**src/agcPkg.sv**
```systemverilog
// Shared definitions for the AGC loop.
// Holds the APB register map, the register reset values,
// the ratio fraction width and the width typedefs.

`default_nettype none

package agcPkg;

    // bus and datapath widths.
    typedef logic [5:0]         apbAddrT;
    typedef logic [31:0]        apbDataT;
    typedef logic [7:0]         sampleMagT;
    typedef logic signed [8:0]  errorT;
    // 9-bit error shifted by up to 31 places.
    typedef logic signed [40:0] stepT;
    typedef logic [31:0]        accumT;
    typedef logic [4:0]         loopGainT;
    typedef logic [15:0]        ratioT;
    typedef logic [15:0]        gainWordT;

    // register byte addresses.
    localparam apbAddrT ADDR_CONTROL = 6'h00;
    localparam apbAddrT ADDR_ULIMIT  = 6'h04;
    localparam apbAddrT ADDR_LLIMIT  = 6'h08;
    localparam apbAddrT ADDR_GAINS   = 6'h0C;
    localparam apbAddrT ADDR_RATIOS  = 6'h10;
    localparam apbAddrT ADDR_ACCUM   = 6'h14;

    // register reset values.
    localparam sampleMagT RST_SETPOINT = 8'hE0;
    localparam loopGainT  RST_POS_GAIN = 5'h1B;
    localparam loopGainT  RST_NEG_GAIN = 5'h1B;
    localparam accumT     RST_ULIMIT   = 32'h4FFF_FFFF;
    localparam accumT     RST_LLIMIT   = 32'h0000_0000;
    localparam ratioT     RST_RATIO    = 16'h8000;

    // a ratio of 0x8000 is unity.
    localparam int RATIO_FRAC_BITS = 15;

endpackage

`default_nettype wire
```
**src/agcLoopTop.sv**
```systemverilog
// Top level of the two-channel AGC loop.
// Connects the APB register block, the error detector,
// the integrator and the two channel gain stages.

`timescale 1ns/1ps
`default_nettype none

module agcLoopTop (
    input  logic              busClk,
    input  logic              rstN,
    input  logic              psel,
    input  logic              penable,
    input  logic              pwrite,
    input  agcPkg::apbAddrT   paddr,
    input  agcPkg::apbDataT   pwdata,
    input  logic [3:0]        pstrb,
    output agcPkg::apbDataT   prdata,
    output logic              pready,
    output logic              pslverr,
    input  logic              sampleValid,
    input  agcPkg::sampleMagT sampleMag,
    output agcPkg::gainWordT  gainOut0,
    output agcPkg::gainWordT  gainOut1
);
    import agcPkg::*;

    logic      zeroError;
    logic      invertError;
    logic      bypassAgc;
    sampleMagT agcSetpoint;
    loopGainT  posErrorGain;
    loopGainT  negErrorGain;
    accumT     upperLimit;
    accumT     lowerLimit;
    ratioT     ratio0;
    ratioT     ratio1;
    logic      stepValid;
    stepT      step;
    logic      stepBypass;
    accumT     accum;

    agcLoopRegs uRegs (
        .busClk, .rstN, .psel, .penable, .pwrite, .paddr, .pwdata, .pstrb,
        .accum, .gainOut0, .gainOut1, .prdata, .pready, .pslverr,
        .zeroError, .invertError, .bypassAgc, .agcSetpoint,
        .posErrorGain, .negErrorGain, .upperLimit, .lowerLimit, .ratio0, .ratio1
    );

    agcErrorDetector uErrorDetector (
        .busClk, .rstN, .sampleValid, .sampleMag, .agcSetpoint,
        .zeroError, .invertError, .bypassAgc, .posErrorGain, .negErrorGain,
        .stepValid, .step, .stepBypass
    );

    agcIntegrator uIntegrator (
        .busClk, .rstN, .stepValid, .step, .stepBypass,
        .upperLimit, .lowerLimit, .accum
    );

    // one gain stage per receiver channel.
    agcChannelGain uGain0 (
        .busClk, .rstN, .accum, .ratio(ratio0), .bypassAgc, .gainOut(gainOut0)
    );

    agcChannelGain uGain1 (
        .busClk, .rstN, .accum, .ratio(ratio1), .bypassAgc, .gainOut(gainOut1)
    );

endmodule

`default_nettype wire

```
**src/agcChannelGain.sv**
```systemverilog
// Per-channel gain stage of the AGC.
// Scales the upper half of the accumulator by the front-end
// ratio and saturates to 16 bits; passes the ratio under bypass.

`timescale 1ns/1ps
`default_nettype none

module agcChannelGain (
    input  logic             busClk,
    input  logic             rstN,
    input  agcPkg::accumT    accum,
    input  agcPkg::ratioT    ratio,
    input  logic             bypassAgc,
    output agcPkg::gainWordT gainOut
);
    import agcPkg::*;

    logic [2*$bits(ratioT)-1:0] product;
    logic [2*$bits(ratioT)-1:0] scaled;
    gainWordT                   gainNext;

    assign product = accum[$bits(accumT)-1 -: $bits(ratioT)] * ratio;
    assign scaled  = product >> RATIO_FRAC_BITS;

    always_comb begin
        if (bypassAgc) begin
            gainNext = ratio;
        end else if (|scaled[2*$bits(ratioT)-1:$bits(gainWordT)]) begin
            // above 0xFFFF.
            gainNext = '1;
        end else begin
            gainNext = scaled[$bits(gainWordT)-1:0];
        end
    end

    always_ff @(posedge busClk or negedge rstN) begin
        if (!rstN) begin
            gainOut <= '0;
        end else begin
            gainOut <= gainNext;
        end
    end

endmodule

`default_nettype wire

```
**src/agcIntegrator.sv**
```systemverilog
// Loop integrator of the AGC.
// Adds the scaled error to the accumulator, clamps the sum
// to the programmed lower and upper limits, and holds the
// value while the loop is bypassed.

`timescale 1ns/1ps
`default_nettype none

module agcIntegrator (
    input  logic          busClk,
    input  logic          rstN,
    input  logic          stepValid,
    input  agcPkg::stepT  step,
    input  logic          stepBypass,
    input  agcPkg::accumT upperLimit,
    input  agcPkg::accumT lowerLimit,
    output agcPkg::accumT accum
);
    import agcPkg::*;

    // one bit wider than the step, so the sum never wraps.
    logic signed [$bits(stepT):0] stepExt;
    logic signed [$bits(stepT):0] accumExt;
    logic signed [$bits(stepT):0] upperExt;
    logic signed [$bits(stepT):0] lowerExt;
    logic signed [$bits(stepT):0] sum;
    accumT                        accumNext;

    assign stepExt  = {step[$bits(stepT)-1], step};
    assign accumExt = {{($bits(stepT)+1-$bits(accumT)){1'b0}}, accum};
    assign upperExt = {{($bits(stepT)+1-$bits(accumT)){1'b0}}, upperLimit};
    assign lowerExt = {{($bits(stepT)+1-$bits(accumT)){1'b0}}, lowerLimit};
    assign sum      = accumExt + stepExt;

    // upper bound is checked first.
    always_comb begin
        if (sum > upperExt) begin
            accumNext = upperLimit;
        end else if (sum < lowerExt) begin
            accumNext = lowerLimit;
        end else begin
            accumNext = sum[$bits(accumT)-1:0];
        end
    end

    always_ff @(posedge busClk or negedge rstN) begin
        if (!rstN) begin
            accum <= RST_LLIMIT;
        end else if (stepValid && !stepBypass) begin
            accum <= accumNext;
        end
    end

endmodule

`default_nettype wire

```
**src/agcErrorDetector.sv**
```systemverilog
// Setpoint error stage of the AGC loop.
// Forms setpoint minus magnitude, applies zero and invert,
// scales by the positive or negative shift gain and registers
// the step together with its valid and bypass flags.

`timescale 1ns/1ps
`default_nettype none

module agcErrorDetector (
    input  logic              busClk,
    input  logic              rstN,
    input  logic              sampleValid,
    input  agcPkg::sampleMagT sampleMag,
    input  agcPkg::sampleMagT agcSetpoint,
    input  logic              zeroError,
    input  logic              invertError,
    input  logic              bypassAgc,
    input  agcPkg::loopGainT  posErrorGain,
    input  agcPkg::loopGainT  negErrorGain,
    output logic              stepValid,
    output agcPkg::stepT      step,
    output logic              stepBypass
);
    import agcPkg::*;

    errorT    rawError;
    errorT    error;
    loopGainT shiftGain;
    stepT     stepNext;

    always_comb begin
        rawError = $signed({1'b0, agcSetpoint}) - $signed({1'b0, sampleMag});
        // zero wins over invert.
        if (zeroError) begin
            error = '0;
        end else if (invertError) begin
            error = -rawError;
        end else begin
            error = rawError;
        end
        shiftGain = (error < 0) ? negErrorGain : posErrorGain;
        stepNext  = stepT'(error) <<< shiftGain;
    end

    always_ff @(posedge busClk or negedge rstN) begin
        if (!rstN) begin
            stepValid  <= 1'b0;
            stepBypass <= 1'b0;
        end else begin
            stepValid  <= sampleValid;
            stepBypass <= bypassAgc;
        end
    end

    always_ff @(posedge busClk) begin
        if (sampleValid) begin
            step <= stepNext;
        end
    end

endmodule

`default_nettype wire

```
**src/agcLoopRegs.sv**
```systemverilog
// APB register block of the AGC loop.
// Holds control, limits and ratios with byte-lane writes,
// the read-back multiplexer, slave error flagging and the
// tear-free snapshot of both gain words.

`timescale 1ns/1ps
`default_nettype none

module agcLoopRegs (
    input  logic              busClk,
    input  logic              rstN,
    input  logic              psel,
    input  logic              penable,
    input  logic              pwrite,
    input  agcPkg::apbAddrT   paddr,
    input  agcPkg::apbDataT   pwdata,
    input  logic [3:0]        pstrb,
    input  agcPkg::accumT     accum,
    input  agcPkg::gainWordT  gainOut0,
    input  agcPkg::gainWordT  gainOut1,
    output agcPkg::apbDataT   prdata,
    output logic              pready,
    output logic              pslverr,
    output logic              zeroError,
    output logic              invertError,
    output logic              bypassAgc,
    output agcPkg::sampleMagT agcSetpoint,
    output agcPkg::loopGainT  posErrorGain,
    output agcPkg::loopGainT  negErrorGain,
    output agcPkg::accumT     upperLimit,
    output agcPkg::accumT     lowerLimit,
    output agcPkg::ratioT     ratio0,
    output agcPkg::ratioT     ratio1
);
    import agcPkg::*;

    logic    access;
    logic    writeEn;
    logic    mapped;
    logic    readOnly;
    apbDataT controlWord;
    apbDataT controlNext;
    apbDataT gainSnap;

    // old word with the strobed bytes replaced.
    function automatic apbDataT laneMerge(input apbDataT oldWord, input apbDataT newWord,
                                          input logic [3:0] strb);
        apbDataT merged;
        merged = oldWord;
        for (int lane = 0; lane < 4; lane++) begin
            if (strb[lane]) begin
                merged[lane*8 +: 8] = newWord[lane*8 +: 8];
            end
        end
        return merged;
    endfunction

    assign access   = psel & penable;
    assign writeEn  = access & pwrite;
    assign mapped   = paddr inside {ADDR_CONTROL, ADDR_ULIMIT, ADDR_LLIMIT,
                                    ADDR_GAINS, ADDR_RATIOS, ADDR_ACCUM};
    assign readOnly = (paddr == ADDR_GAINS) || (paddr == ADDR_ACCUM);
    // no wait states.
    assign pready   = 1'b1;
    assign pslverr  = access & (~mapped | (pwrite & readOnly));

    // unused control bits read as zero.
    assign controlWord = {3'b000, negErrorGain, 3'b000, posErrorGain, agcSetpoint,
                          5'b00000, bypassAgc, invertError, zeroError};
    assign controlNext = laneMerge(controlWord, pwdata, pstrb);

    always_ff @(posedge busClk or negedge rstN) begin
        if (!rstN) begin
            zeroError    <= 1'b0;
            invertError  <= 1'b0;
            bypassAgc    <= 1'b0;
            agcSetpoint  <= RST_SETPOINT;
            posErrorGain <= RST_POS_GAIN;
            negErrorGain <= RST_NEG_GAIN;
        end else if (writeEn && paddr == ADDR_CONTROL) begin
            zeroError    <= controlNext[0];
            invertError  <= controlNext[1];
            bypassAgc    <= controlNext[2];
            agcSetpoint  <= controlNext[15:8];
            posErrorGain <= controlNext[20:16];
            negErrorGain <= controlNext[28:24];
        end
    end

    always_ff @(posedge busClk or negedge rstN) begin
        if (!rstN) begin
            upperLimit <= RST_ULIMIT;
            lowerLimit <= RST_LLIMIT;
            ratio0     <= RST_RATIO;
            ratio1     <= RST_RATIO;
        end else if (writeEn) begin
            if (paddr == ADDR_ULIMIT) begin
                upperLimit <= laneMerge(upperLimit, pwdata, pstrb);
            end
            if (paddr == ADDR_LLIMIT) begin
                lowerLimit <= laneMerge(lowerLimit, pwdata, pstrb);
            end
            if (paddr == ADDR_RATIOS) begin
                {ratio1, ratio0} <= laneMerge({ratio1, ratio0}, pwdata, pstrb);
            end
        end
    end

    // gain words are frozen while the bus has the block selected.
    always_ff @(posedge busClk) begin
        if (!psel) begin
            gainSnap <= {gainOut1, gainOut0};
        end
    end

    always_comb begin
        prdata = '0;
        if (access) begin
            case (paddr)
                ADDR_CONTROL: prdata = controlWord;
                ADDR_ULIMIT:  prdata = upperLimit;
                ADDR_LLIMIT:  prdata = lowerLimit;
                ADDR_GAINS:   prdata = gainSnap;
                ADDR_RATIOS:  prdata = {ratio1, ratio0};
                ADDR_ACCUM:   prdata = accum;
                default:      prdata = '0;
            endcase
        end
    end

endmodule

`default_nettype wire

```
**config.mk**
```make
export PLATFORM = sky130hd
export DESIGN_NAME = agcLoopTop
export DESIGN_NICKNAME = d
export VERILOG_FILES = /design/src/agcPkg.sv /design/src/agcLoopTop.sv /design/src/agcChannelGain.sv /design/src/agcIntegrator.sv /design/src/agcErrorDetector.sv /design/src/agcLoopRegs.sv
export SDC_FILE = /design/constraint.sdc
export NUM_CORES = 2
export LEC_CHECK = 0
export BUFFER_PORTS_ARGS = -buffer_cell sky130_fd_sc_hd__buf_4
export CORE_MARGIN = 1
export CORE_UTILIZATION = 50
export DETAILED_ROUTE_END_ITERATION = 6
export GPL_ROUTABILITY_DRIVEN = 0
export PLACE_DENSITY = 0.76
export SYNTH_ARGS = -nofsm -noshare
export SYNTH_HDL_FRONTEND = slang
export SYNTH_SLANG_ARGS = --single-unit
```
**constraint.sdc**
```tcl
create_clock -name busClk -period 8.11 [get_ports busClk]
set_input_delay 1.622 -clock busClk [delete_from_list [all_inputs] [get_ports busClk]]
set_output_delay 1.622 -clock busClk [all_outputs]
set_load 0.1 [all_outputs]
```
==> tab_implementation.tex <==
\begin{tabular}{lr}
\hline
Metric & Value \\
\hline
\multicolumn{2}{l}{\textbf{Critical path}} \\
FF-to-FF End & uGain1.gainOut[5] \\
Worst-case register-to-register setup slack & 0.65 ns \\
Largest stage delay on the critical path & about 0.89 ns \\
R2R cell count & 25 \\
Crit path launch type & flop \\
Kind of end point of the critical path & flop \\
Reg-to-Reg Start & uIntegrator.accum[22] \\
Start-to-end type of the worst setup path & reg2reg \\
Cell at the slowest stage of the critical path & sky130\_fd\_sc\_hd\_\_dfrtp\_1 \\
Critical Path Most Common Cell & sky130\_fd\_sc\_hd\_\_fa\_1 \\
Arrival @ worst endpoint & between 7 and 8 ns \\
Maximum fanout along the worst path & 20 \\
Data required, critical path & $\sim$8.5 ns \\
\multicolumn{2}{l}{\textbf{Final layout}} \\
Final Instance Count excl. Fillers & between 4k and 5k \\
Layout area overhead & 8.063\% \\
Core utilization of the finished layout & between 50\% and 60\% \\
Diodes inserted & 0 \\
Net total in the final layout & around 4.3k \\
Fraction of final layout cells sized beyond drive strength 1 & between 10\% and 20\% \\
\multicolumn{2}{l}{\textbf{Place}} \\
Number of cells after detailed placement & between 4k and 5k \\
Pre-CTS setup slack & a little under 0.6 ns \\
DPL Wire Length & between 70000 and 80000 um \\
I/O Buffers & 120 \\
\multicolumn{2}{l}{\textbf{Logic synthesis}} \\
FF+latch count, synth & approximately 260 \\
Main synth FF type & sky130\_fd\_sc\_hd\_\_dfrtp\_1 \\
Proportion of synthesized flip-flops having asynchronous set or reset & between 70\% and 80\% \\
Biggest area contributors in the synthesized netlist & sky130\_fd\_sc\_hd\_\_fa\_1 24\%, sky130\_fd\_sc\_hd\_\_ha\_1 12\%, sky130\_fd\_sc\_hd\_\_dfrtp\_1 11\% \\
Simple-Gate Fraction of Synth Area & about 16\% \\
Post-synthesis instance total & roughly 3.5k \\
Mapped Nets & between 4k and 5k \\
Synth cell types & between 90 and 100 \\
Most area-hungry cell type in the Yosys netlist & sky130\_fd\_sc\_hd\_\_fa\_1 \\
Synthesis warning total & 0 \\
Post-Syn Area & 32290 um2 \\
Most instantiated cells after synthesis & 544 x sky130\_fd\_sc\_hd\_\_inv\_1, 513 x sky130\_fd\_sc\_hd\_\_nand2\_1, 388 x sky130\_fd\_sc\_hd\_\_fa\_1 \\
Most common cell in the netlist & sky130\_fd\_sc\_hd\_\_inv\_1 \\
Xor and xnor area share after synthesis & 1.926\% \\
Synthesized-area fraction occupied by ao, oa, aoi and oai cells & around an eighth \\
Mux cell area share after synthesis & approximately 3.4\% \\
Dominant combinational cell family by area after synthesis & adder cells \\
Share of the yosys chip area belonging to registers & a little over a fifth \\
Post-Synth Adder-Cell Area & a little over a third \\
Post-Synthesis Mean Instance Area & a little over 9 um2 \\
Share of the synthesized area in the top cell type & $\sim$24\% \\
Number of synthesized flops with an enable pin & 72 \\
\multicolumn{2}{l}{\textbf{Floorplan}} \\
Num ports & approximately 120 \\
DIE AREA & roughly 66000 um2 \\
Height of the chip & $\sim$260 um \\
Die span in x & about 260 um \\
Core region area & around 63000 um2 \\
Placement row count & just over 90 \\
Initial core utilization & 50.91\% \\
\multicolumn{2}{l}{\textbf{Clock network}} \\
Clock buffers created by TritonCTS & 27 \\
Sink count of the clock tree & 255 \\
Clock tree from TritonCTS & yes \\
Max H-tree Level & 1 \\
Root Driver & sky130\_fd\_sc\_hd\_\_clkbuf\_16 \\
Latest clock arrival within the worst-skew pair & around 0.57 ns \\
Clock transition at the register clock pins on the worst setup and hold paths after CTS & approximately 0.070 ns \\
Setup repair bufs after CTS & 0 \\
Clock Tree Buf Depth & 3 \\
\multicolumn{2}{l}{\textbf{Detailed routing}} \\
Final wirelength & 101000 um \\
Average detailed-routed wire length per instance & between 20 and 25 um \\
DRT met1 WL & just under 40000 um \\
Number of nets still failing antenna checks after routing & 0 \\
Highest metal layer with signal wires & met5 \\
Detailed-routed wire length on met3 & roughly 13000 um \\
Number of remaining DRC errors & 0 \\
Via-per-instance ratio & 6.134 \\
Iteration count of the initial detailed-routing pass & 7 \\
Vias after detailed routing & 27.09k \\
Amount of wire on met2 after detailed routing & between 40000 and 50000 um \\
Iteration-0 DRC count of the detailed router & about 3.3k \\
\multicolumn{2}{l}{\textbf{Timing}} \\
Peak Freq & 134.1 MHz \\
Worst hold slack after final layout & between 0.4 and 0.5 ns \\
Final Max Tran Viols & 0 \\
Slew Limit Headroom & around 18\% \\
Period utilisation layout & between 90\% and 100\% \\
Count of final setup violators & 0 \\
Clock tree skew after final layout & $\sim$0.013 ns \\
Setup tns final & 0 ns \\
Slew at the pin closest to its max-slew limit & $\sim$1.2 ns \\
Endpoints failing hold & 0 \\
Final critical delay including setup and external delays & between 7 and 8 ns \\
Worst setup margin & roughly 0.65 ns \\
Setup repair after global routing missed its margin & no \\
\multicolumn{2}{l}{\textbf{Power}} \\
Switching power total & $\sim$0.0015 W \\
Worst vdd ir & around 0.00013 V \\
Power density over the cells & 117.0 nW/um2 \\
Fraction of power spent switching nets & around 37\% \\
Portion of total power attributed to the clock network & 32.4\% \\
Sequential Power Share & 37.9\% \\
Static leakage & around 17 nW \\
Fraction of power consumed by combinational cells & 29.7\% \\
Internal power & between 0.002 and 0.003 W \\
\multicolumn{2}{l}{\textbf{Flow run}} \\
Number of max-capacitance violations reported & 0 \\
\multicolumn{2}{l}{\textbf{Min path}} \\
Hold Path Origin & uGain1.gainOut[15] \\
Hold path depth & 0 \\
Tightest Hold Check Type & reg2reg \\
Worst hold path endpoint & uRegs.gainSnap[31] \\
\multicolumn{2}{l}{\textbf{Run status}} \\
Result of the run & finished clean \\
\multicolumn{2}{l}{\textbf{Global routing}} \\
Number of global-route vias before repair & roughly 27k \\
Global-route usage over all layers & a little under a third \\
Number of antenna violations at the first check in global routing & 7 \\
First-pass GRT wire length & 157600 um \\
Pin count of the biggest net entering global routing & around 110 \\
Leftover overflow at the end of global routing & 0 \\
\hline
\end{tabular}
## state kept, by name, summed over array words and instances (netlist names)
| signal | cells |
|---|---|
| uRegs.posErrorGain | 5 |
| uErrorDetector.stepBypass | 1 |
| uErrorDetector.step | 40 |
| uGain1.gainOut | 16 |
| uRegs.invertError | 1 |
| uRegs.bypassAgc | 1 |
| uRegs.zeroError | 1 |
| uRegs.agcSetpoint | 8 |
| uRegs.negErrorGain | 5 |
| uGain0.gainOut | 16 |
| uRegs.upperLimit | 32 |
| uRegs.gainSnap | 32 |
| uRegs.ratio0 | 16 |
| uIntegrator.accum | 32 |
| uErrorDetector.stepValid | 1 |
| uRegs.ratio1 | 16 |
| uRegs.lowerLimit | 32 |
## worst max-delay path by stage
stage                         endpoint  slack, ns             startpoint  cells past startpoint
floorplan           uGain0.gainOut[11]       1.19        uRegs.ratio0[7]                     27
global placement    uGain0.gainOut[14]       0.78  uIntegrator.accum[23]                     24
detailed placement   uGain0.gainOut[2]       0.60  uIntegrator.accum[23]                     24
CTS                  uGain0.gainOut[2]       0.57  uIntegrator.accum[22]                     24
global route         uGain0.gainOut[2]       0.25  uIntegrator.accum[22]                     24
finish               uGain1.gainOut[5]       0.65  uIntegrator.accum[22]                     25
## cell usage in the layout, fill, tap and decap left out, types with 12 or more instances in the layout
master / netlist / routed
sky130_fd_sc_hd__inv_1: 544 / 544
sky130_fd_sc_hd__o21ai_0: 132 / 132
sky130_fd_sc_hd__and3_1: 12 / 12
sky130_fd_sc_hd__mux2_2: 57 / 57
sky130_fd_sc_hd__dfrtp_1: 141 / 141
sky130_fd_sc_hd__buf_4: 1 / 180
sky130_fd_sc_hd__a222oi_1: 28 / 28
sky130_fd_sc_hd__fa_1: 388 / 388
sky130_fd_sc_hd__xnor2_1: 47 / 46
sky130_fd_sc_hd__or3_1: 12 / 12
sky130_fd_sc_hd__nor3_1: 28 / 26
sky130_fd_sc_hd__nor2_1: 117 / 116
sky130_fd_sc_hd__nand2_1: 513 / 513
sky130_fd_sc_hd__a211oi_1: 14 / 14
sky130_fd_sc_hd__nand4_1: 34 / 34
sky130_fd_sc_hd__o21a_1: 19 / 19
sky130_fd_sc_hd__nor2b_1: 17 / 17
sky130_fd_sc_hd__o221ai_1: 34 / 34
sky130_fd_sc_hd__edfxtp_1: 72 / 72
sky130_fd_sc_hd__clkbuf_16: 0 / 29
sky130_fd_sc_hd__xor2_1: 24 / 24
sky130_fd_sc_hd__mux2i_1: 42 / 42
sky130_fd_sc_hd__nand3_1: 36 / 36
sky130_fd_sc_hd__a31oi_1: 57 / 57
sky130_fd_sc_hd__ha_1: 306 / 306
sky130_fd_sc_hd__dfstp_2: 42 / 42
sky130_fd_sc_hd__a21o_1: 49 / 49
sky130_fd_sc_hd__and2_1: 239 / 239
sky130_fd_sc_hd__a2bb2oi_1: 27 / 27
sky130_fd_sc_hd__a22o_1: 24 / 24
sky130_fd_sc_hd__a21oi_1: 100 / 100
## power groups by stage
stage                     clock network, W  logic [W]  registers [W]
after floorplan                          0   0.000753        0.00155
after global placement                   0    0.00116        0.00156
after detailed placement                 0    0.00117        0.00156
after CTS                          0.00132    0.00119        0.00154
after global routing               0.00138    0.00132        0.00155
final                              0.00132    0.00121        0.00155
## layout make-up
class / instances / area [um2]
inverter: 545 / 2046
clock inverter: 14 / 138.9
fill: 5555 / 28530
sequential: 255 / 6794
multi-input combinational: 2540 / 22690
tap: 846 / 1059
clock buffer: 35 / 798.3
timing repair buffer: 181 / 1365
## timing repair
item / in CTS / in global routing
setup endpoints to repair: 0 / 14
hold buffers: 0 / 0
gates resized for setup: 0 / 1
## metal layers
layer	up-vias	track usage [%]
li1	11740	-
met1	13270	42.07
met2	1740	46.40
met3	329	8.398
met4	6	13.72
met5	-	0
## cell families (layout without fill, tap and decap cells)
| group | count (synthesis) | after routing |
|---|---|---|
| DFF | 255 | 255 |
| adders and majority gates | 694 | 694 |
| and+or+nand+nor | 1056 | 1056 |
| xor gates and xnor gates | 71 | 71 |
| muxes | 101 | 101 |
| AOI/OAI and AO/OA | 617 | 617 |
| other | 1 | 1 |
| buffers and inverters | 748 | 775 |
## worst max-delay path: cells and delay by family (launching register included)
| family | cells | cell delay (ns) |
|---|---|---|
| compound gates | 10 | 2.07 |
| simple gates | 1 | 0.18 |
| fa+ha+maj | 7 | 3.15 |
| xor+xnor | 1 | 0.17 |
| buf+inv | 6 | 0.84 |
| flops | 1 | 0.89 |
## through the flow
| stage | total power [W] | area [um2] |
|---|---|---|
| 6_report | 0.004081 | 34890 |
| 2_1_floorplan | 0.002301 | 32290 |
| 3_3_place_gp | 0.002715 | 33950 |
| 4_1_cts | 0.004048 | 34890 |
| 3_5_place_dp | 0.002736 | 33950 |
| 5_1_grt | 0.004241 | 34890 |
(Power assumes the default switching activity.)
